==> src/emsys_config.svh <==
/*
  embedded system bus fabric configuration
  widths, address map and reset values shared by all blocks
*/
`ifndef EMSYS_CONFIG_SVH
`define EMSYS_CONFIG_SVH

// --------------------------------------------------
// bus widths
// --------------------------------------------------
`define EMSYS_DATA_W 32
`define EMSYS_ADDR_W 32
`define EMSYS_STRB_W 4

// memory word index, 256 words
`define EMSYS_MEM_AW 8

// --------------------------------------------------
// address map
// --------------------------------------------------
// bit 29 picks the split branch, bit 28 the target within it
`define EMSYS_SEL_HI 29
`define EMSYS_SEL_LO 28

// read data returned with an error response
`define EMSYS_BAD_DATA 32'hdead_dead

// --------------------------------------------------
// control registers
// --------------------------------------------------
// bit 0 of reg 0 set means core running
`define EMSYS_CREG0_RESET 32'h0000_0001
`define EMSYS_NUM_CREGS 2

`endif

==> src/emsys_pkg.sv <==
/*
  embedded system package
  internal bus command, response and host port state types
*/
package emsys_pkg;

  // --------------------------------------------------
  // internal bus
  // --------------------------------------------------

  // command codes, OCP style encoding
  typedef enum logic [1:0] {
    CMD_IDLE = 2'b00,
    CMD_WR   = 2'b01,
    CMD_RD   = 2'b10
  } bus_cmd_e;

  // response codes
  // null means nothing this cycle
  typedef enum logic [1:0] {
    RESP_NULL = 2'b00,
    RESP_DVA  = 2'b01,
    RESP_ERR  = 2'b11
  } bus_resp_e;

  // --------------------------------------------------
  // host port FSM
  // --------------------------------------------------

  // idle until an APB access phase, one cycle of command,
  // then wait for the target response
  typedef enum logic [1:0] {
    ST_IDLE = 2'b00,
    ST_CMD  = 2'b01,
    ST_WAIT = 2'b10
  } host_state_e;

endpackage

==> src/ctrl_regs.sv <==
/*
  global control registers
  reg 0 bit 0 keeps the core out of reset, reg 1 drives the LEDs
*/
`include "emsys_config.svh"

module ctrl_regs (
  input  logic                        bus,
  input  logic                        reset,
  input  emsys_pkg::bus_cmd_e         cmd,
  input  logic [`EMSYS_MEM_AW-1:0]    addr,
  input  logic [`EMSYS_DATA_W-1:0]    wdata,
  input  logic [`EMSYS_STRB_W-1:0]    strb,
  output emsys_pkg::bus_resp_e        resp,
  output logic [`EMSYS_DATA_W-1:0]    rdata,
  output logic                        core_reset,
  output logic                        status_led,
  output logic [3:0]                  gpled
);
  import emsys_pkg::*;

  localparam int IDX_W = (`EMSYS_NUM_CREGS > 1) ? $clog2(`EMSYS_NUM_CREGS) : 1;

  logic [`EMSYS_DATA_W-1:0] creg [`EMSYS_NUM_CREGS];
  logic                     idx_valid;
  logic [IDX_W-1:0]         widx;

  // unused indices read zero
  assign idx_valid = (int'(addr) < `EMSYS_NUM_CREGS);
  assign widx      = addr[IDX_W-1:0];

  // --------------------------------------------------
  // registers
  // --------------------------------------------------
  always_ff @(posedge bus) begin
    if (reset) begin
      for (int i = 0; i < `EMSYS_NUM_CREGS; i++) begin
        creg[i] <= (i == 0) ? `EMSYS_CREG0_RESET : '0;
      end
    end else if ((cmd == CMD_WR) && idx_valid) begin
      for (int b = 0; b < `EMSYS_STRB_W; b++) begin
        if (strb[b]) begin
          creg[widx][8*b +: 8] <= wdata[8*b +: 8];
        end
      end
    end
  end

  // response path
  always_ff @(posedge bus) begin
    if (reset) begin
      resp <= RESP_NULL;
    end else begin
      resp <= (cmd != CMD_IDLE) ? RESP_DVA : RESP_NULL;
    end
  end

  always_ff @(posedge bus) begin
    rdata <= ((cmd == CMD_RD) && idx_valid) ? creg[widx] : '0;
  end

  // --------------------------------------------------
  // outputs
  // --------------------------------------------------
  // core held in reset while bit 0 is clear
  assign core_reset = ~creg[0][0];
  assign status_led = ~reset & ~core_reset;
  assign gpled      = creg[1][3:0];

endmodule

==> config.mk <==
export PLATFORM = sky130hd
export DESIGN_NAME = ctrl_regs
export DESIGN_NICKNAME = d
export VERILOG_FILES = /design/src/emsys_pkg.sv /design/src/ctrl_regs.sv
export VERILOG_INCLUDE_DIRS = /design/src
export SDC_FILE = /design/constraint.sdc
export NUM_CORES = 1
export LEC_CHECK = 0
export BUFFER_PORTS_ARGS = -buffer_cell sky130_fd_sc_hd__buf_2
export CAP_MARGIN = 10
export CORE_MARGIN = 3
export CORE_UTILIZATION = 53
export DETAILED_ROUTE_END_ITERATION = 10
export PLACE_DENSITY = 0.91
export SLEW_MARGIN = 10
export SYNTH_ARGS = -nofsm -noshare
export SYNTH_HDL_FRONTEND = slang
export SYNTH_SLANG_ARGS = --single-unit
export TNS_END_PERCENT = 100
==> constraint.sdc <==
create_clock -name bus -period 2.4 [get_ports bus]
set_input_delay 0.24 -clock bus [delete_from_list [all_inputs] [get_ports bus]]
set_output_delay 0.24 -clock bus [all_outputs]
set_load 0.02 [all_outputs]
==> results.cfg <==
[synth]
avgSynthCellArea_um2 = 12.59
synth_cells = 299
synth.most_common_cell = nor2_1
ys_ff_latch = 97
yosys_warnings = 0
synth_top_area_share = 0.5105
netlist_area_um2 = 3765
syn_nets = 347
ys_async_sr_fraction = 0
synthTopCellsByCount = nor2_1 (72), edfxtp_1 (64), dfxtp_1 (33)
synth_cell_type_count = 28
yosysTopAreaCell = edfxtp_1
yosysSeqAreaShare = 0.6859
synth_area_leaders = edfxtp_1 (51%), dfxtp_1 (18%), mux2i_1 (8.5%), nor2_1 (7.2%), and2_1 (2.7%)
synth-edff-count = 64
ys.flop_type = edfxtp_1

[power_and_ir_drop]
switching_power_mw = 0.6775
clkPwrFrac = 0.362
p_per_area_nw_per_um2 = 706.3
leakage_nw = 1.816
p_seq_frac = 0.583
p_comb_frac = 0.055
switching_share = 0.2140
p_total_mw = 3.166
p_int_mw = 2.488
ir_drop_v = 0.0003601

[setup_path]
cp-end-kind = flop
crit_fanout = 8
setup.worst_path.start_class = primary input
critPathKind = in2reg
startpoint = addr[4]
path_cells = buf_2 > or4_4 > nor3_1 > a21o_1
cpMaxStageDelayCell = or4_4
required_ns = 2.44
slowest_delay_ns = 0.58
critical_path_arrival_ns = 1.70
reg2reg_from = creg[1][11]$_SDFFCE_PN0P_

[timing]
setup_viol = 0
hold_viol_final = 0
max_slew_margin = 0.4199
whs_ns = 0.1547
fmax_mhz = 605.0
rsz0062_at_grt = no
worstMarginPinSlew_ns = 0.8680
setup_tns_ns = 0
finalClockSkew_ns = 0.01101
period_share = 0.6887
fin_ws_ns = 0.7470
slew_violations = 0
period_minus_slack_ns = 1.653

[job]
cap_violations = 0

[clocking]
post_cts_buffers = 0
htreeDepth = 3
cts_buffer_depth = 2
postCtsHoldBufs = 0
cts-buffers-inserted = 9
clkLatencyLatePin_ns = 0.37
clkTransAtPathRegs_ns = 0.09
cts_resized = 0
cts-root-buf = clkbuf_8
cts.sinks = 97
cts_tree = done

[routing]
wl_um = 7327
drt-pass1-iter-count = 4
via_per_inst = 5.000
drt-initial-drc-count = 154
ant_nets = 0
via_count = 2435
drcViolationCount = 0
routedWlPerCell_um = 15.05

[layout]
nets = 434
area_growth_syn_to_layout_pct = 19.04
fillerInstances = 551
drive_above_1_share = 0.3325
final_util = 0.6560
final-instance-count-excl-fill = 487
finalInstanceArea_um2 = 4482
diodes = 0

[floorplan]
fp-row-count = 30
die_w_um = 90.28
start_util = 0.5511
core-area_um2 = 6832
die_y_um = 90.28
pin_count = 88
die_area_um2 = 8150

[place]
dp_slack_ns = 0.4202
port_buffers = 86
placedCellCount = 471
gp_congestion = 0.7858
placed_area_um2 = 4263
dp_hpwl_um = 5073

[global_route]
grt_use_total = 0.1848
antenna_found_initial = 0
grt_start_max_net_pins = 25
grt-ovfl-total = 0
first_global_vias = 2482
grt_pass1_wl_um = 11650

[worst_hold_path]
min_from = wdata[27]
hold_path.class = in2reg

[run_status]
status = completed
-- layer usage --
layer,vias up,global-route usage,wire length (um),part of all wire
met3,19,0.05500,469,0.064
li1,1187,-,-,-
met2,93,0.3335,3831,0.52
met1,1136,0.1929,2830,0.39
met5,-,0,0,0
met4,0,0.09694,195,0.027
-- logic make-up after synthesis --
group / after synthesis / synth area share
compound gates: 6 / 0.01296
buf+inv: 23 / 0.03589
flops: 97 / 0.6859
mux: 32 / 0.08508
other cells: 1 / 0.0009961
simple gates: 140 / 0.1791
-- sequential cells by signal (all words and copies together) (netlist names) --
signal	cells
rdata	32
creg	64
resp	1
-- final timing paths --
check / to / slack (ns) / cells past startpoint
hold / removal: creg[1][27]$_SDFFCE_PN0P_ / 0.15 / 2
setup / recovery: creg[1][8]$_SDFFCE_PN0P_ / 0.75 / 4
setup reg to reg: rdata[11]$_SDFF_PN0_ / 1.64 / 2
hold reg to reg: rdata[16]$_SDFF_PN0_ / 0.48 / 2
-- power groups by stage --
stage                     Sequential, mW  Clock [mW]  Combinational [mW]
after floorplan                     1.88           0               0.104
after global placement              1.88           0               0.168
after detailed placement            1.88           0               0.173
after CTS                           1.85        1.15               0.175
after global routing                1.85        1.21               0.189
final                               1.85        1.15               0.174
-- area by class of cell --
type	count	area [um^2]	share of cell area
Clock inverter	7	95.09	0.02122
Sequential cell	97	2582	0.5762
Tap cell	96	120.1	0.02680
Multi-Input combinational cell	179	1047	0.2337
Inverter	4	15.01	0.003350
Clock buffer	9	123.9	0.02764
Timing Repair Buffer	95	498.0	0.1111
-- worst max-delay path, delay by kind of cell --
kind	cells	cell delay, ns
AOI/OAI and AO/OA	1	0.39
buffers and inverters	1	0.11
and+or+nand+nor	2	0.95
-- placed cells by master (no fill, tap or decap), drive strengths merged --
cell type   n
a21o        3
a31o        3
and2       16
buf        95
bufinv      2
clkbuf      9
clkinv      4
clkinvlp    1
conb        1
dfxtp      33
edfxtp     64
inv         4
mux2i      32
nand2      24
nand4       1
nand4bb     1
nor2       82
nor3        1
nor3b       1
nor4        3
nor4b       4
or2         3
or3         1
or4         2
or4bb       1
(Power assumes the default switching activity.)
