**src/emsys_config.svh**
```systemverilog
/*
  embedded system bus fabric configuration
  widths, address map and reset values shared by all blocks
*/
`ifndef EMSYS_CONFIG_SVH
`define EMSYS_CONFIG_SVH

// --------------------------------------------------
// bus widths
// --------------------------------------------------
`define EMSYS_DATA_W 32
`define EMSYS_ADDR_W 32
`define EMSYS_STRB_W 4

// memory word index, 256 words
`define EMSYS_MEM_AW 8

// --------------------------------------------------
// address map
// --------------------------------------------------
// bit 29 picks the split branch, bit 28 the target within it
`define EMSYS_SEL_HI 29
`define EMSYS_SEL_LO 28

// read data returned with an error response
`define EMSYS_BAD_DATA 32'hdead_dead

// --------------------------------------------------
// control registers
// --------------------------------------------------
// bit 0 of reg 0 set means core running
`define EMSYS_CREG0_RESET 32'h0000_0001
`define EMSYS_NUM_CREGS 2

`endif

```
**src/emsys_pkg.sv**
```systemverilog
/*
  embedded system package
  internal bus command, response and host port state types
*/
package emsys_pkg;

  // --------------------------------------------------
  // internal bus
  // --------------------------------------------------

  // command codes, OCP style encoding
  typedef enum logic [1:0] {
    CMD_IDLE = 2'b00,
    CMD_WR   = 2'b01,
    CMD_RD   = 2'b10
  } bus_cmd_e;

  // response codes
  // null means nothing this cycle
  typedef enum logic [1:0] {
    RESP_NULL = 2'b00,
    RESP_DVA  = 2'b01,
    RESP_ERR  = 2'b11
  } bus_resp_e;

  // --------------------------------------------------
  // host port FSM
  // --------------------------------------------------

  // idle until an APB access phase, one cycle of command,
  // then wait for the target response
  typedef enum logic [1:0] {
    ST_IDLE = 2'b00,
    ST_CMD  = 2'b01,
    ST_WAIT = 2'b10
  } host_state_e;

endpackage

```
**src/host_port.sv**
```systemverilog
/*
  host port, APB slave front end
  turns each APB transfer into one internal bus command and
  hands the target response back on prdata, pready and pslverr
*/
`include "emsys_config.svh"

module host_port (
  input  logic                        bus,
  input  logic                        reset,
  // APB side
  input  logic                        psel,
  input  logic                        penable,
  input  logic                        pwrite,
  input  logic [`EMSYS_ADDR_W-1:0]    paddr,
  input  logic [`EMSYS_DATA_W-1:0]    pwdata,
  input  logic [`EMSYS_STRB_W-1:0]    pstrb,
  output logic [`EMSYS_DATA_W-1:0]    prdata,
  output logic                        pready,
  output logic                        pslverr,
  // internal bus side
  output emsys_pkg::bus_cmd_e         cmd,
  output logic [`EMSYS_ADDR_W-1:0]    addr,
  output logic [`EMSYS_DATA_W-1:0]    wdata,
  output logic [`EMSYS_STRB_W-1:0]    strb,
  input  emsys_pkg::bus_resp_e        resp,
  input  logic [`EMSYS_DATA_W-1:0]    rdata
);
  import emsys_pkg::*;

  host_state_e              state;
  logic                     access;
  logic                     resp_valid;
  logic [`EMSYS_DATA_W-1:0] readback;

  // APB access phase seen while free
  assign access     = (state == ST_IDLE) && psel && penable;
  assign resp_valid = (state == ST_WAIT) && (resp != RESP_NULL);

  // --------------------------------------------------
  // FSM and command issue
  // --------------------------------------------------
  always_ff @(posedge bus) begin
    if (reset) begin
      state <= ST_IDLE;
      cmd   <= CMD_IDLE;
    end else begin
      case (state)
        ST_IDLE: begin
          if (access) begin
            cmd   <= pwrite ? CMD_WR : CMD_RD;
            state <= ST_CMD;
          end
        end
        // command lives for exactly one cycle
        ST_CMD: begin
          cmd   <= CMD_IDLE;
          state <= ST_WAIT;
        end
        ST_WAIT: begin
          if (resp_valid) begin
            state <= ST_IDLE;
          end
        end
        default: begin
          cmd   <= CMD_IDLE;
          state <= ST_IDLE;
        end
      endcase
    end
  end

  // address and data captured with the access phase
  // reads enable all bytes
  always_ff @(posedge bus) begin
    if (access) begin
      addr  <= paddr;
      wdata <= pwdata;
      strb  <= pwrite ? pstrb : '1;
    end
  end

  // --------------------------------------------------
  // readback
  // --------------------------------------------------
  // cleared while a command is out, loaded with the response
  always_ff @(posedge bus) begin
    if (state == ST_CMD) begin
      readback <= `EMSYS_BAD_DATA;
    end else if (resp_valid) begin
      readback <= rdata;
    end
  end

  // response cycle passes rdata straight through
  assign prdata  = resp_valid ? rdata : readback;
  assign pready  = resp_valid;
  assign pslverr = resp_valid && (resp == RESP_ERR);

  // responses only while a command is outstanding
  a_resp_in_wait : assert property (
    @(posedge bus) disable iff (reset)
    (resp != RESP_NULL) |-> (state == ST_WAIT)
  ) else $error("host_port: response outside ST_WAIT");

endmodule

```
**config.mk**
```make
export PLATFORM = sky130hd
export DESIGN_NAME = host_port
export DESIGN_NICKNAME = d
export VERILOG_FILES = /design/src/emsys_pkg.sv /design/src/host_port.sv
export VERILOG_INCLUDE_DIRS = /design/src
export SDC_FILE = /design/constraint.sdc
export NUM_CORES = 1
export LEC_CHECK = 0
export BUFFER_PORTS_ARGS = -buffer_cell sky130_fd_sc_hd__buf_2
export CAP_MARGIN = 15
export CORE_ASPECT_RATIO = 1.2
export CORE_MARGIN = 1.5
export CORE_UTILIZATION = 39
export CTS_CLUSTER_SIZE = 40
export DETAILED_ROUTE_END_ITERATION = 10
export PLACE_DENSITY = 0.86
export SYNTH_ARGS = -nofsm -noshare
export SYNTH_HDL_FRONTEND = slang
export SYNTH_SLANG_ARGS = --single-unit
```
**constraint.sdc**
```tcl
create_clock -name bus -period 4 [get_ports bus]
set_input_delay 0 -clock bus [delete_from_list [all_inputs] [get_ports bus]]
set_output_delay 0 -clock bus [all_outputs]
set_load 0.02 [all_outputs]
```
==> report_table.html <==
<table>
<tr><th>Metric</th><th>Value</th></tr>
<tr><th colspan="2">Critical path</th></tr>
<tr><td>Crit Path Class</td><td>flop to flop</td></tr>
<tr><td>Cells on worst reg2reg path</td><td>3</td></tr>
<tr><td>Arrival time at the worst endpoint</td><td>1.79 ns</td></tr>
<tr><td>Critical path startpoint category</td><td>flop</td></tr>
<tr><td>Crit-path max FO</td><td>67</td></tr>
<tr><td>R2r setup slk</td><td>2.21 ns</td></tr>
<tr><td>Launching point of the worst reg2reg path</td><td>state[1]</td></tr>
<tr><td>Kind of capture point of the worst setup path</td><td>flop</td></tr>
<tr><td>CP Data Required Time</td><td>4.00 ns</td></tr>
<tr><td>Worst R2R End</td><td>wdata[17]</td></tr>
<tr><th colspan="2">Synthesis</th></tr>
<tr><td>Synthesis-stage register bit count</td><td>104</td></tr>
<tr><td>Avg Cell Area, Syn</td><td>roughly 14 um2</td></tr>
<tr><td>Cell with the most instances after synthesis</td><td>sky130_fd_sc_hd__edfxtp_1</td></tr>
<tr><td>Area fraction in compound gates after synthesis</td><td>7.12%</td></tr>
<tr><td>Commonest cells post-synth</td><td>68 x sky130_fd_sc_hd__edfxtp_1, 48 x sky130_fd_sc_hd__nand3_1, 36 x sky130_fd_sc_hd__dfxtp_1, 33 x sky130_fd_sc_hd__nand2_1, 24 x sky130_fd_sc_hd__o21ai_0</td></tr>
<tr><td>Count of cell types in the netlist</td><td>29</td></tr>
<tr><td>Count of synthesis-stage warnings from yosys</td><td>0</td></tr>
<tr><td>Xor and xnor fraction of the mapped netlist area</td><td>0%</td></tr>
<tr><td>Adder and majority cell fraction of the synthesized area</td><td>0%</td></tr>
<tr><td>Dominant cell type by area after synthesis</td><td>sky130_fd_sc_hd__edfxtp_1</td></tr>
<tr><td>Sequential element share of the synthesized area</td><td>74.9%</td></tr>
<tr><td>Instance count of the mapped netlist</td><td>270</td></tr>
<tr><td>Area share of the leading cell type in the synthesized netlist</td><td>55.3%</td></tr>
<tr><td>Area contributors post-synth</td><td>sky130_fd_sc_hd__edfxtp_1 55%, sky130_fd_sc_hd__dfxtp_1 20%, sky130_fd_sc_hd__nand3_1 6.5%</td></tr>
<tr><td>Number of flops mapped to enable cells by yosys</td><td>between 60 and 70</td></tr>
<tr><td>Dominant combinational cell family by area after synthesis</td><td>simple AND/OR/NAND/NOR gates</td></tr>
<tr><td>Simple-gate share of the synthesized area</td><td>14.5%</td></tr>
<tr><td>Multiplexer share of the synthesized area</td><td>0.271%</td></tr>
<tr><td>Async set or reset register ratio after synthesis</td><td>0%</td></tr>
<tr><td>Main flop type after synthesis</td><td>sky130_fd_sc_hd__edfxtp_1</td></tr>
<tr><td>Number of nets produced by synthesis</td><td>377</td></tr>
<tr><td>Syn Std Cell Area</td><td>0.00369 mm2</td></tr>
<tr><th colspan="2">Power and ir drop</th></tr>
<tr><td>Leakage</td><td>2.63 nW</td></tr>
<tr><td>Power share of the clock group</td><td>28.0%</td></tr>
<tr><td>Share of total power in sequential cells</td><td>51.4%</td></tr>
<tr><td>Power Density</td><td>403 mW/mm2</td></tr>
<tr><td>Switching power share of the total</td><td>28.4%</td></tr>
<tr><td>Internal power</td><td>1.76 mW</td></tr>
<tr><td>Maximum vdd ir drop</td><td>0.180 mV</td></tr>
<tr><td>P_sw</td><td>just under 0.7 mW</td></tr>
<tr><td>Combinational share of power</td><td>20.6%</td></tr>
<tr><th colspan="2">CTS</th></tr>
<tr><td>Root buf cell</td><td>sky130_fd_sc_hd__clkbuf_8</td></tr>
<tr><td>Clock buffer depth</td><td>2</td></tr>
<tr><td>CTS sink cnt</td><td>104</td></tr>
<tr><td>Number of buffers created by CTS</td><td>9</td></tr>
<tr><td>Clock H-tree levels</td><td>3</td></tr>
<tr><td>Clock transition at the registers of the reported paths</td><td>0.10 ns</td></tr>
<tr><td>TritonCTS clock tree</td><td>built</td></tr>
<tr><td>Total of cells resized after clock tree synthesis</td><td>0</td></tr>
<tr><td>Source-to-sink clock delay at the later pin of the worst-skew pair</td><td>0.37 ns</td></tr>
<tr><td>Number of buffers inserted to repair setup after CTS</td><td>0</td></tr>
<tr><th colspan="2">Final layout</th></tr>
<tr><td>Post-route design area</td><td>roughly 0.006 mm2</td></tr>
<tr><td>Fillers</td><td>657</td></tr>
<tr><td>Final net count</td><td>689</td></tr>
<tr><td>Final Non-Filler Cells</td><td>708</td></tr>
<tr><td>Area of combinational cells with multiple inputs</td><td>815 um2</td></tr>
<tr><td>Share of layout cells above drive strength 1</td><td>just over 40%</td></tr>
<tr><td>Register Area</td><td>0.00276 mm2</td></tr>
<tr><td>Synthesis-to-finish area growth</td><td>65.1%</td></tr>
<tr><th colspan="2">Detailed routing</th></tr>
<tr><td>Via Count</td><td>3489</td></tr>
<tr><td>Number of antenna-violating nets in the routed design</td><td>0</td></tr>
<tr><td>Total routed wirelength</td><td>12.9 mm</td></tr>
<tr><td>Vias per cell</td><td>4.93</td></tr>
<tr><td>Violation count after the first detailed-route iteration</td><td>240</td></tr>
<tr><td>WL per Instance</td><td>between 15 and 20 um</td></tr>
<tr><td>Number of design rule violations left after detail routing</td><td>0</td></tr>
<tr><td>Router iterations before antenna repair</td><td>5</td></tr>
<tr><th colspan="2">Place</th></tr>
<tr><td>Dpl hpwl</td><td>6.87 mm</td></tr>
<tr><td>Worst setup slack after placement</td><td>2.25 ns</td></tr>
<tr><td>Post-Place Cells</td><td>585</td></tr>
<tr><td>Placement Cell Area</td><td>0.00479 mm2</td></tr>
<tr><td>Count of port buffers added during placement</td><td>210</td></tr>
<tr><td>Weighted congestion reported at the end of routability-driven placement</td><td>0.731</td></tr>
<tr><th colspan="2">Job</th></tr>
<tr><td>Count of maximum capacitance violations</td><td>0</td></tr>
<tr><th colspan="2">STA</th></tr>
<tr><td>Worst-Margin Slew</td><td>around 1.2 ns</td></tr>
<tr><td>Setup TNS Final</td><td>0 ns</td></tr>
<tr><td>Worst setup skew after layout</td><td>about 0.0094 ns</td></tr>
<tr><td>Setup violators final</td><td>0</td></tr>
<tr><td>Minimum clock period after layout</td><td>1.79 ns</td></tr>
<tr><td>Maximum frequency from static timing analysis</td><td>559 MHz</td></tr>
<tr><td>Final Hold Fails</td><td>0</td></tr>
<tr><td>Remaining max-slew budget at the tightest pin</td><td>19.4%</td></tr>
<tr><td>Period Utilization, post-route</td><td>44.7%</td></tr>
<tr><td>Final WS setup</td><td>2.21 ns</td></tr>
<tr><td>RSZ-0062 raised after global routing</td><td>false</td></tr>
<tr><td>Slew Viols, Final</td><td>0</td></tr>
<tr><th colspan="2">Die</th></tr>
<tr><td>Std-Cell Core Area</td><td>about 0.009 mm2</td></tr>
<tr><td>I/O pin count</td><td>211</td></tr>
<tr><td>Area enclosed by the die boundary</td><td>between 0.01 and 0.015 mm2</td></tr>
<tr><td>Height of the die</td><td>approximately 110 um</td></tr>
<tr><td>Number of core rows</td><td>38</td></tr>
<tr><td>Initial Utilization</td><td>40.4%</td></tr>
<tr><td>Horiz. Die Dim</td><td>between 90 and 100 um</td></tr>
<tr><th colspan="2">Hold path</th></tr>
<tr><td>Hold WC Path Type</td><td>input port to flop</td></tr>
<tr><td>Worst hold path depth</td><td>4</td></tr>
<tr><td>Worst Min Path Start</td><td>resp[0]</td></tr>
<tr><td>Hold-critical path endpoint</td><td>state[1]</td></tr>
<tr><th colspan="2">GRT</th></tr>
<tr><td>GRT Util Overall</td><td>approximately a quarter</td></tr>
<tr><td>GRT Residual Overflow</td><td>0</td></tr>
<tr><td>Largest net degree at the start of global routing</td><td>68</td></tr>
<tr><td>Initial antenna violation count</td><td>1</td></tr>
<tr><td>Wire length of the first global-routing pass</td><td>18.7 mm</td></tr>
<tr><td>Number of global-route vias before repair</td><td>3517</td></tr>
<tr><th colspan="2">Outcome</th></tr>
<tr><td>Result of the run</td><td>finished clean</td></tr>
</table>
-- stage by stage --
step | utilization (%) | power (mW) | hold slack, ns
detailed placement | 52.5 | 1.69 | 0.178
global placement | 52.5 | 1.67 | 0.177
floorplan | - | 1.53 | 0.0691
CTS | 66.3 | 2.44 | 0.146
global route | 66.7 | 2.56 | 0.0286
finish | 66.7 | 2.45 | 0.0284
-- worst max-delay path by stage --
stage | from | endpoint | slack [ns] | cells past startpoint
2_1_floorplan | state[1] | addr[0] | 0.15 | 2
5_1_grt | state[1] | prdata[8] | 2.05 | 5
4_1_cts | state[1] | prdata[28] | 2.16 | 5
6_report | state[1] | wdata[17] | 2.21 | 3
3_5_place_dp | state[1] | wdata[6] | 2.25 | 3
3_3_place_gp | state[1] | addr[7] | 2.32 | 3
-- placed cells by master (no fill, tap or decap), types with 5 or more instances in the layout --
| master | count |
|---|---|
| sky130_fd_sc_hd__buf_2 | 210 |
| sky130_fd_sc_hd__dlygate4sd3_1 | 104 |
| sky130_fd_sc_hd__edfxtp_1 | 68 |
| sky130_fd_sc_hd__nand3_1 | 48 |
| sky130_fd_sc_hd__dfxtp_1 | 36 |
| sky130_fd_sc_hd__nand2_1 | 33 |
| sky130_fd_sc_hd__o21ai_0 | 24 |
| sky130_fd_sc_hd__clkbuf_8 | 9 |
| sky130_fd_sc_hd__o21ai_1 | 8 |
| sky130_fd_sc_hd__nand3_2 | 6 |
| sky130_fd_sc_hd__a21boi_1 | 6 |
| sky130_fd_sc_hd__nand2b_1 | 5 |
-- worst max-delay path, stage by stage, from the launching register on --
cell and delay (ns):
sky130_fd_sc_hd__dfxtp_1 0.37, sky130_fd_sc_hd__nand3b_1 0.24, sky130_fd_sc_hd__nor2_4 0.14, sky130_fd_sc_hd__buf_4 0.66
-- power groups by stage --
stage	registers (mW)	logic [mW]	clock network, mW
floorplan	1.32	0.205	0
global placement	1.28	0.395	0
detailed placement	1.28	0.405	0
CTS	1.26	0.488	0.696
global route	1.27	0.542	0.754
finish	1.26	0.506	0.686
-- per-layer routing --
metal,GRT usage [%],routed length [um]
met5,0.521,0
met1,25.7,4640
met3,10.2,1230
met4,10.4,396
met2,45.9,6610
-- repair_timing --
| action | in CTS | in global routing |
|---|---|---|
| endpoints found under the setup margin | 0 | 0 |
| endpoints found under the hold margin | 104 | 0 |
| hold buffers | 104 | 0 |
-- kinds of logic after synthesis --
| group | Yosys count |
|---|---|
| DFF | 104 |
| and+or+nand+nor | 104 |
| AOI/OAI and AO/OA | 44 |
| buffers and inverters | 17 |
| muxes | 1 |
-- layout make-up --
class | instances | area share [%]
antenna | 1 | 0.0411
clock buffer | 9 | 2.03
multi-input combinational | 149 | 13.4
clock inverter | 7 | 1.50
timing repair buffer | 318 | 35.2
tap | 120 | 2.47
sequential | 104 | 45.4
-- registers in the layout, indices dropped and copies added, names as in the netlist --
| name | cells |
|---|---|
| addr | 32 |
| readback | 32 |
| wdata | 32 |
| strb | 4 |
| cmd | 2 |
| state | 2 |
(Power assumes the default switching activity.)
