`src/emsys_config.svh`:
```
/*
  embedded system bus fabric configuration
  widths, address map and reset values shared by all blocks
*/
`ifndef EMSYS_CONFIG_SVH
`define EMSYS_CONFIG_SVH

// --------------------------------------------------
// bus widths
// --------------------------------------------------
`define EMSYS_DATA_W 32
`define EMSYS_ADDR_W 32
`define EMSYS_STRB_W 4

// memory word index, 256 words
`define EMSYS_MEM_AW 8

// --------------------------------------------------
// address map
// --------------------------------------------------
// bit 29 picks the split branch, bit 28 the target within it
`define EMSYS_SEL_HI 29
`define EMSYS_SEL_LO 28

// read data returned with an error response
`define EMSYS_BAD_DATA 32'hdead_dead

// --------------------------------------------------
// control registers
// --------------------------------------------------
// bit 0 of reg 0 set means core running
`define EMSYS_CREG0_RESET 32'h0000_0001
`define EMSYS_NUM_CREGS 2

`endif

```
`src/emsys_pkg.sv`:
```
/*
  embedded system package
  internal bus command, response and host port state types
*/
package emsys_pkg;

  // --------------------------------------------------
  // internal bus
  // --------------------------------------------------

  // command codes, OCP style encoding
  typedef enum logic [1:0] {
    CMD_IDLE = 2'b00,
    CMD_WR   = 2'b01,
    CMD_RD   = 2'b10
  } bus_cmd_e;

  // response codes
  // null means nothing this cycle
  typedef enum logic [1:0] {
    RESP_NULL = 2'b00,
    RESP_DVA  = 2'b01,
    RESP_ERR  = 2'b11
  } bus_resp_e;

  // --------------------------------------------------
  // host port FSM
  // --------------------------------------------------

  // idle until an APB access phase, one cycle of command,
  // then wait for the target response
  typedef enum logic [1:0] {
    ST_IDLE = 2'b00,
    ST_CMD  = 2'b01,
    ST_WAIT = 2'b10
  } host_state_e;

endpackage

```
`src/addr_split.sv`:
```
/*
  address split
  decodes select bits 29:28 and the word index range, routes each
  command to the memory, the control registers or an error responder
*/
`include "emsys_config.svh"

module addr_split (
  input  logic                        bus,
  input  logic                        reset,
  // host side
  input  emsys_pkg::bus_cmd_e         cmd,
  input  logic [`EMSYS_ADDR_W-1:0]    addr,
  input  logic [`EMSYS_DATA_W-1:0]    wdata,
  input  logic [`EMSYS_STRB_W-1:0]    strb,
  output emsys_pkg::bus_resp_e        resp,
  output logic [`EMSYS_DATA_W-1:0]    rdata,
  // processor memory
  output emsys_pkg::bus_cmd_e         mem_cmd,
  output logic [`EMSYS_MEM_AW-1:0]    mem_addr,
  output logic [`EMSYS_DATA_W-1:0]    mem_wdata,
  output logic [`EMSYS_STRB_W-1:0]    mem_strb,
  input  emsys_pkg::bus_resp_e        mem_resp,
  input  logic [`EMSYS_DATA_W-1:0]    mem_rdata,
  // control registers
  output emsys_pkg::bus_cmd_e         creg_cmd,
  output logic [`EMSYS_MEM_AW-1:0]    creg_addr,
  output logic [`EMSYS_DATA_W-1:0]    creg_wdata,
  output logic [`EMSYS_STRB_W-1:0]    creg_strb,
  input  emsys_pkg::bus_resp_e        creg_resp,
  input  logic [`EMSYS_DATA_W-1:0]    creg_rdata
);
  import emsys_pkg::*;

  // byte address to word index
  localparam int IDX_LO = 2;
  localparam int IDX_HI = IDX_LO + `EMSYS_MEM_AW - 1;

  localparam logic [1:0] REGION_MEM  = 2'd0;
  localparam logic [1:0] REGION_CREG = 2'd1;

  logic [1:0] region;
  logic       cmd_active;
  logic       idx_in_range;
  logic       mem_hit;
  logic       creg_hit;
  logic       err_hit;
  logic       mem_q;
  logic       creg_q;
  logic       err_q;

  // --------------------------------------------------
  // decode
  // --------------------------------------------------
  assign region     = addr[`EMSYS_SEL_HI:`EMSYS_SEL_LO];
  assign cmd_active = (cmd != CMD_IDLE);

  // index bits above the memory depth must be clear
  assign idx_in_range = (addr[`EMSYS_SEL_LO-1:IDX_HI+1] == '0);

  assign mem_hit  = cmd_active && (region == REGION_MEM) && idx_in_range;
  assign creg_hit = cmd_active && (region == REGION_CREG);
  // jtag and freq synth regions, plus out of range memory
  assign err_hit  = cmd_active && !mem_hit && !creg_hit;

  assign mem_cmd    = mem_hit ? cmd : CMD_IDLE;
  assign mem_addr   = addr[IDX_HI:IDX_LO];
  assign mem_wdata  = wdata;
  assign mem_strb   = strb;

  assign creg_cmd   = creg_hit ? cmd : CMD_IDLE;
  assign creg_addr  = addr[IDX_HI:IDX_LO];
  assign creg_wdata = wdata;
  assign creg_strb  = strb;

  // --------------------------------------------------
  // destination, one cycle
  // --------------------------------------------------
  always_ff @(posedge bus) begin
    if (reset) begin
      mem_q  <= 1'b0;
      creg_q <= 1'b0;
      err_q  <= 1'b0;
    end else begin
      mem_q  <= mem_hit;
      creg_q <= creg_hit;
      err_q  <= err_hit;
    end
  end

  // response merge
  always_comb begin
    resp  = RESP_NULL;
    rdata = '0;
    if (err_q) begin
      resp  = RESP_ERR;
      rdata = `EMSYS_BAD_DATA;
    end else if (mem_q) begin
      resp  = mem_resp;
      rdata = mem_rdata;
    end else if (creg_q) begin
      resp  = creg_resp;
      rdata = creg_rdata;
    end
  end

  // at most one target answers in any cycle
  a_one_target : assert property (
    @(posedge bus) disable iff (reset)
    $onehot0({mem_resp != RESP_NULL, creg_resp != RESP_NULL, err_q})
  ) else $error("addr_split: more than one target answering");

endmodule

```
`config.mk`:
```
export PLATFORM = sky130hd
export DESIGN_NAME = addr_split
export DESIGN_NICKNAME = d
export VERILOG_FILES = /design/src/emsys_pkg.sv /design/src/addr_split.sv
export VERILOG_INCLUDE_DIRS = /design/src
export SDC_FILE = /design/constraint.sdc
export NUM_CORES = 1
export LEC_CHECK = 0
export ABC_AREA = 1
export BUFFER_PORTS_ARGS = -buffer_cell sky130_fd_sc_hd__buf_2
export CORE_AREA = 4 4 101 103
export DETAILED_ROUTE_END_ITERATION = 10
export DIE_AREA = 0 0 105 107
export SLEW_MARGIN = 0
export SYNTH_ARGS = -nofsm -noshare
export SYNTH_HDL_FRONTEND = slang
export SYNTH_SLANG_ARGS = --single-unit
```
`constraint.sdc`:
```
create_clock -name bus -period 1.05 [get_ports bus]
set_input_delay 0.0525 -clock bus [delete_from_list [all_inputs] [get_ports bus]]
set_output_delay 0.0525 -clock bus [all_outputs]
set_load 0.1 [all_outputs]
```
==> results of run 1 <==
power by group:
group | leakage [nW] | switching [W] | internal [W]
Sequential | 0.0258 | 0.00000397 | 0.000117
Clock | 0.0228 | 0.0000745 | 0.000259
Combinational | 1.20 | 0.00102 | 0.000610
Total | 1.25 | 0.00110 | 0.000986
synth_stat cells:
master,instances
a22oi_1,24
clkbuf_1,3
inv_1,7
nor2_1,19
buf_4,90
a21oi_1,4
dfxtp_1,3
nor2_8,1
nand2_1,47
buf_8,1
a21oi_2,6
buf_2,2
buf_6,2
nand2_2,6
nand3_1,2
timing repair:
action,4_1_cts,5_1_grt
gates resized for setup,19,22
gates cloned,3,1
buffers inserted,8,1
pin swaps,7,24
setup endpoints to repair,36,36
sequential cells by signal (all words and copies together) (netlist names):
| name | count |
|---|---|
| err_q | 1 |
| mem_q | 1 |
| creg_q | 1 |
worst max-delay path: stages (launching register included):
cell and delay [ps]:
dfxtp_2 330, inv_4 50, nor2_8 220, buf_6 150, nand2_4 50, a21oi_4 160, buf_12 190
cell families (layout without fill, tap and decap cells):
| family | Yosys count | in the layout | synth area share |
|---|---|---|---|
| buffers and inverters | 105 | 166 | 0.548 |
| AND/OR/NAND/NOR | 75 | 76 | 0.227 |
| AO/OA/AOI/OAI | 34 | 34 | 0.182 |
| flip-flops | 3 | 3 | 0.0432 |
worst min-delay path by stage:
stage              from            to  slack (ps)  cells past startpoint
2_1_floorplan     reset        creg_q         120                      1
3_3_place_gp   wdata[4]  mem_wdata[4]         110                      0
3_5_place_dp   wdata[4]  mem_wdata[4]         110                      0
4_1_cts           reset         mem_q           9                      2
5_1_grt           reset         mem_q          30                      2
6_report          reset         mem_q          10                      2
routing by layer:
layer | share of wire | track usage | up-vias | routed length, um
met4 | 0.025 | 0.0431 | 0 | 168
met1 | 0.30 | 0.0965 | 699 | 1950
li1 | - | - | 735 | -
met2 | 0.54 | 0.215 | 155 | 3590
met3 | 0.14 | 0.0409 | 22 | 892
met5 | 0 | 0 | - | 0
cell type report:
class | count | area (um2) | share of cell area
Tap cell | 111 | 139 | 0.0480
Clock buffer | 4 | 45.0 | 0.0156
Timing Repair Buffer | 155 | 1550 | 0.535
Multi-Input combinational cell | 110 | 1070 | 0.369
Inverter | 7 | 28.8 | 0.00995
Sequential cell | 3 | 65.1 | 0.0225
stage by stage:
| step | instance area, um2 | setup TNS, ps |
|---|---|---|
| 6_report | 2890 | -11110 |
| 5_1_grt | 2890 | -12730 |
| 4_1_cts | 2810 | -12040 |
| 3_5_place_dp | 2580 | -6040 |
| 3_3_place_gp | 2580 | -5600 |
| 2_1_floorplan | 1810 | -4730 |
==> qor.yml, run 1 <==
sta:
  setup_ws_ps: -371
  setup_violations: 34
  finalCritPeriodShare: 1.35
  max_slew.worst_pin.slew_ps: 225
  rsz0062_at_grt: "yes"
  final_hold_viol_count: 0
  fmax_ghz: 0.704
  maxSlewViolCount: 0
  whs_ps: 13.3
  finalWorstPathRequiredPeriod_ps: 1420
  slew_headroom: 0.850
yosys:
  synth_seq_cells: 3
  synth_largest_area_cell: "buf_4"
  ys_warn_count: 0
  synth_fp_nets: 357
  synthCells: 217
  ys_seq_area_frac: 0.0432
  yosysUniqueCellTypes: 15
  synth_top_area_share: 0.486
  syn_area_um2: 1390
  syn_area_per_cell_um2: 6.40
  synth_area_leaders: "buf_4 (49%), a22oi_1 (13%), nand2_1 (13%)"
detailed_routing:
  drt-initial-drc-count: 62
  post_drt_wl_per_cell_um: 16.9
  via_per_inst: 4.13
  drc_errors: 0
  drt-total-wl_um: 6600
  antenna_left: 0
  drt-pass1-iter-count: 4
  num_vias: 1611
cts:
  cts_hold_buf: 0
  cts_buffers: 3
  cts.sinks: 3
  cts_root_buf: "clkbuf_8"
  cts_tree: "done"
  cts_max_path_buffers: 2
  clkTransAtPathRegs_ps: 30
  htreeDepth: 1
global_route:
  grt_max_degree: 17
  grt_antenna_before_repair: 0
  gr-total-overflow: 0
  grtUsageTotal: 0.108
  grt_pass1_vias: 1718
  grt_pass1_wl_um: 9520
die:
  start_util: 0.151
  core_um2: 9200
  die_area_um2: 11200
  pin_count: 266
  dieWidth_um: 105
  die_h_um: 107
  rows: 35
placed_design:
  dp_cells: 374
  numPortBuffers: 129
  dp_slack_ps: -217
  dp_hpwl_um: 5590
  place_congestion: 0.732
finish:
  syn2layout_area_growth_pct: 108
  post_layout_nonfiller_instances: 390
  drive_above_1_share: 0.878
  fillCellCount: 924
  final_common_cell: "buf_2"
  final_util: 0.314
  nets: 420
  insertedDiodeCount: 0
  final_cell_mix: "buf_2 (90), buf_12 (42), nand2_4 (28)"
critical_path:
  critPathKind: "flop to output pin"
  endpoint: "rdata[13]"
  crit_start: "creg_q"
  cp.arrival_ps: 1370
  cp.required_ps: 1000
  cp_max_fo: 6
  start_kind: "flop"
  endpoint_kind: "output pin"
pwr:
  p_leak_nw: 1.25
  finalPower_w: 0.00208
  peakVddDrop_mv: 0.264
  power_density_nw_per_um2: 720
status:
  violations: "negative setup slack"
  outcome: "finished with violations"
run:
  drv_cap: 0
worst_hold_path:
  hp-class: "primary input to flop"
No activity file was read; power rests on OpenSTA's default activity.
==> run 2, diff against run 1 <==
--- a/config.mk
+++ b/config.mk
@@ -8,6 +8,7 @@
 export LEC_CHECK = 0
 export ABC_AREA = 1
 export BUFFER_PORTS_ARGS = -buffer_cell sky130_fd_sc_hd__buf_2
+export CAP_MARGIN = 0
 export CORE_AREA = 4 4 101 103
 export DETAILED_ROUTE_END_ITERATION = 10
 export DIE_AREA = 0 0 105 107
==> constraint.sdc (replaced) <==
create_clock -name bus -period 1.05 [get_ports bus]
set_input_delay 0.0525 -clock bus [delete_from_list [all_inputs] [get_ports bus]]
set_output_delay 0.0525 -clock bus [all_outputs]
set_load 0.005 [all_outputs]
==> run 2 against run 1 <==
The flow still finishes with violations (negative setup slack). Critical endpoint is now rdata[24]. Sequential share of layout area increased by 1.7 points. Critical path depth decreased by 1. Total power decreased by 57%. Fmax increased by 13%. Largest power group unchanged. Global-route usage decreased by 3.1 points. Utilization decreased by 14 points. Clock-buffer cell count unchanged.
==> qor.yml, run 2 (same netlist as run 1, synthesis figures left out) <==
status:
  outcome: "finished with violations"
  violations: "negative setup slack"
run:
  drv_cap: 0  # unchanged
sta:
  max_slew.worst_pin.slew_ps: 169  # -55.8 ps
  slew_headroom: 0.887  # +0.0372
  setup_ws_ps: -206  # +166 ps
  tns_ps: -5850  # +5250 ps
  maxSlewViolCount: 0  # unchanged
  fmax_ghz: 0.796  # +13%
  finalCritPeriodShare: 1.20  # -0.158
  finalWorstPathRequiredPeriod_ps: 1260  # -166 ps
  setup_violations: 34  # unchanged
  final_hold_viol_count: 0  # unchanged
  rsz0062_at_grt: "yes"
detailed_routing:
  via_per_inst: 3.96  # -4.2%
  drt-initial-drc-count: 81  # +31%
  post_drt_wl_per_cell_um: 13.6  # -20%
  antenna_left: 0  # unchanged
  drc_errors: 0  # unchanged
  drt-pass1-iter-count: 4  # unchanged
  num_vias: 1464  # -9.1%
  drt-total-wl_um: 5030  # -24%
critical_path:
  endpoint_kind: "output pin"
  cp_num_buf_inv: 2  # -1
  path_cells: "nor2_8, clkbuf_16, nand2_2, a21oi_2, buf_2"
  cpLargestDelayFamily: "flip-flops"
  start_kind: "flop"
  critPathKind: "flop to output pin"
  cp.arrival_ps: 1200  # -170 ps
  cp.required_ps: 1000  # about the same
  crit_slowest_cell: "dfxtp_4"
  cp_max_fo: 15  # +9
  critPathMaxStageDelay_ps: 360  # +30 ps
finish:
  nets: 400  # -4.8%
  syn2layout_area_growth_pct: 17.6
  regArea_um2: 63.8  # -1.9%
  final_area_um2: 1630  # -44%
  final_common_cell: "buf_2"
  drive_above_1_share: 0.610  # -0.268
  final_util: 0.178  # -0.137
  multi_input_comb_area_um2: 588  # -45%
  final_cell_mix: "buf_2 (129), nand2_1 (47), a22oi_1 (20)"
  insertedDiodeCount: 0  # unchanged
  reg_top3: "creg_q x1, err_q x1, mem_q x1"
  fillCellCount: 1045  # +13%
global_route:
  grtUsageTotal: 0.0768  # -0.0311
  grt_pass1_wl_um: 7010  # -26%
  grt.busiest_layer: "met2"
  gr-total-overflow: 0  # unchanged
  use_met2: 0.158  # -0.0577
  grt_max_degree: 35  # +18
  gr-usage-met1: 0.0589  # -0.0376
  grtUsageMet3: 0.0403  # -0.000602
  grt_antenna_before_repair: 0  # unchanged
  grt_pass1_vias: 1361  # -21%
die:
  rows: 35  # unchanged
  die_h_um: 107  # unchanged
  die_area_um2: 11200  # unchanged
  dieWidth_um: 105  # unchanged
  start_util: 0.151  # unchanged
  core_um2: 9200  # unchanged
  pin_count: 266  # unchanged
worst_hold_path:
  holdCritStartpoint: "reset"
  hold_path_depth: 2  # unchanged
  hp-class: "primary input to flop"
  min_to: "mem_q"
placed_design:
  dp_hpwl_um: 4160  # -26%
  place_area_um2: 1510  # -41%
  place_congestion: 0.715  # -2.3%
  numPortBuffers: 129  # unchanged
cts:
  htreeDepth: 1  # unchanged
  clkTransAtPathRegs_ps: 30  # about the same
  cts_root_buf: "clkbuf_8"
  cts_max_path_buffers: 2  # unchanged
  cts_buffers: 3  # unchanged
  cts_tree: "done"
  cts.sinks: 3  # unchanged
pwr:
  power_density_nw_per_um2: 553  # -23%
  peakVddDrop_mv: 0.393  # +49%
  p_leak_nw: 0.917  # -27%
## run 2: worst max-delay path by stage
stage	slack, ps	startpoint	end	cells after the start
after global routing	-280	mem_q	rdata[24]	5
after global placement	-70	mem_q	resp[1]	5
final	-210	mem_q	rdata[24]	5
after floorplan	130	mem_q	rdata[13]	5
after CTS	-220	mem_q	rdata[8]	5
after detailed placement	-80	mem_q	rdata[0]	5
## run 2: repair_timing
item                                    CTS  global route
pin swaps                                 0             2
hold buffers                              0             0
endpoints found under the setup margin   34            34
cloned                                    0             2
resized for setup                         2             5
setup buffers                             0             0
## run 2: power breakdown
part           total (W)  leakage [nW]  internal (W)  switching [W]
Combinational   0.000447         0.869      0.000249       0.000199
Clock           0.000336        0.0228      0.000259      0.0000772
Sequential      0.000119        0.0254      0.000117     0.00000267
Total           0.000903         0.917      0.000624       0.000278
## run 2: area by class of cell
cell class              count  share of cell area
repair buffers            136               0.472
inverters                   7              0.0161
flip-flops and latches      3              0.0391
well taps                 111              0.0851
clock buffers               4              0.0276
multi-input cells         109               0.360
## run 2: per-stage QoR
stage	setup WS, ps	total power [W]	std cells	hold WS [ps]
floorplan	135	0.000537	217	125
finish	-206	0.000903	370	14.7
global route	-276	0.000985	370	34.4
CTS	-225	0.000906	368	12.4
global placement	-65.4	0.000546	364	105
detailed placement	-78.5	0.000558	364	105
## run 2: per-layer routing
layer | vias to the layer above | wire (um)
met4 | 0 | 149
met1 | 615 | 1420
met5 | - | 0
met2 | 141 | 2660
li1 | 691 | -
met3 | 17 | 803
==> run 3, diff against run 2 <==
--- a/config.mk
+++ b/config.mk
@@ -12,6 +12,7 @@
 export CORE_AREA = 4 4 101 103
 export DETAILED_ROUTE_END_ITERATION = 10
 export DIE_AREA = 0 0 105 107
+export SKIP_CTS_REPAIR_TIMING = 1
 export SLEW_MARGIN = 0
 export SYNTH_ARGS = -nofsm -noshare
 export SYNTH_HDL_FRONTEND = slang
==> run 3 against run 2 <==
Total power is essentially flat. Critical path depth is the same. Die area is the same. Clock-buffer cell count is the same. Global-route usage is essentially flat. Clock power is essentially flat. Design area is the same. The run still ends with negative setup slack left. Wire length is essentially flat.
==> qor.yml, run 3 (same netlist as run 1, synthesis figures left out) <==
status:
  outcome: "finished with violations"
  violations: "negative setup slack"
finish:
  post_layout_nonfiller_instances: 370  # unchanged
  final_cell_mix: "buf_2 (129), nand2_1 (47), a22oi_1 (20)"
  syn2layout_area_growth_pct: 17.6  # unchanged
  drive_above_1_share: 0.610  # unchanged
  reg_top3: "creg_q x1, err_q x1, mem_q x1"
  final_common_cell: "buf_2"
  nets: 400  # unchanged
  multi_input_comb_area_um2: 588  # unchanged
  regArea_um2: 63.8  # unchanged
  fillCellCount: 1045  # unchanged
  insertedDiodeCount: 0  # unchanged
sta:
  rsz0062_at_grt: "yes"
  finalCritPeriodShare: 1.20  # about the same
  setup_violations: 34  # unchanged
  tns_ps: -5840  # +9.57 ps
  finalWorstPathRequiredPeriod_ps: 1260  # +0.146 ps
  max_slew.worst_pin.slew_ps: 171  # +1.32 ps
  slew_headroom: 0.886  # about the same
  fmax_ghz: 0.796  # about the same
  maxSlewViolCount: 0  # unchanged
  setup_ws_ps: -206  # -0.146 ps
  final_hold_viol_count: 0  # unchanged
global_route:
  gr-total-overflow: 0  # unchanged
  grtUsageTotal: 0.0766  # -0.000254
  grt_pass1_vias: 1371  # +0.73%
  grt_antenna_before_repair: 0  # unchanged
  grt_pass1_wl_um: 7000  # -0.20%
  grt_max_degree: 35  # unchanged
worst_hold_path:
  hp-class: "primary input to flop"
detailed_routing:
  antenna_left: 0  # unchanged
  drt-initial-drc-count: 76  # -6.2%
  via_per_inst: 3.97  # +0.27%
  drt-total-wl_um: 5030  # about the same
  post_drt_wl_per_cell_um: 13.6  # about the same
  drt-pass1-iter-count: 4  # unchanged
  num_vias: 1468  # +0.27%
  drc_errors: 0  # unchanged
critical_path:
  crit_slowest_cell: "dfxtp_4"
  cp.required_ps: 1000  # about the same
  critPathKind: "flop to output pin"
  cp.arrival_ps: 1200  # about the same
  path_cells: "nor2_8, clkbuf_16, nand2_2, a21oi_2, buf_2"
  start_kind: "flop"
  cp_max_fo: 15  # unchanged
  cp_num_buf_inv: 2  # unchanged
  critPathMaxStageDelay_ps: 360  # about the same
  endpoint_kind: "output pin"
  cpLargestDelayFamily: "flip-flops"
pwr:
  finalPower_w: 0.000902  # about the same
  power_density_nw_per_um2: 553  # about the same
  peakVddDrop_mv: 0.392  # -0.36%
  p_leak_nw: 0.917  # unchanged
placed_design:
  dp_cells: 364  # unchanged
  dp_hpwl_um: 4160  # unchanged
  dp_slack_ps: -78.5  # unchanged
  numPortBuffers: 129  # unchanged
  place_congestion: 0.715  # unchanged
cts:
  cts_tree: "done"
  cts_max_path_buffers: 2  # unchanged
  cts_root_buf: "clkbuf_8"
  clkTransAtPathRegs_ps: 30  # about the same
  cts.sinks: 3  # unchanged
  cts_buffers: 3  # unchanged
  htreeDepth: 1  # unchanged
die:
  core_um2: 9200  # unchanged
  die_area_um2: 11200  # unchanged
  rows: 35  # unchanged
  pin_count: 266  # unchanged
  start_util: 0.151  # unchanged
  dieWidth_um: 105  # unchanged
  die_h_um: 107  # unchanged
run:
  drv_cap: 0  # unchanged
[run 3: cell counts in the layout (fill, tap and decap cells not counted)]
No cell type changed its count.
[run 3: worst paths after layout]
kind / startpoint / to / slack, ps / cells past startpoint
setup / recovery: mem_q / rdata[24] / -210 / 5
hold / removal: reset / mem_q / 20 / 2
[run 3: per-stage QoR]
| stage | util | instance area (um2) | hold slack [ps] |
|---|---|---|---|
| floorplan | - | 1390 | 125 |
| global placement | 0.165 | 1510 | 105 |
| detailed placement | 0.165 | 1510 | 105 |
| CTS | 0.170 | 1560 | 17.9 |
| global route | 0.178 | 1630 | 34.4 |
| finish | 0.178 | 1630 | 15.1 |
[run 3: area by class of cell]
cell class              count  share of cell area
repair buffers            136               0.472
multi-input cells         109               0.360
well taps                 111              0.0851
flip-flops and latches      3              0.0391
clock buffers               4              0.0276
inverters                   7              0.0161
[run 3: power by group]
part           internal [W]  switching [W]  leakage (nW)
clock              0.000259      0.0000765        0.0228
sequential         0.000117     0.00000269        0.0254
combinational      0.000249       0.000199         0.869
[run 3: metal layers]
layer  track usage  wire length, um
met1        0.0585             1410
met2         0.157             2660
met3        0.0403              811
met4        0.0300              149
met5             0                0
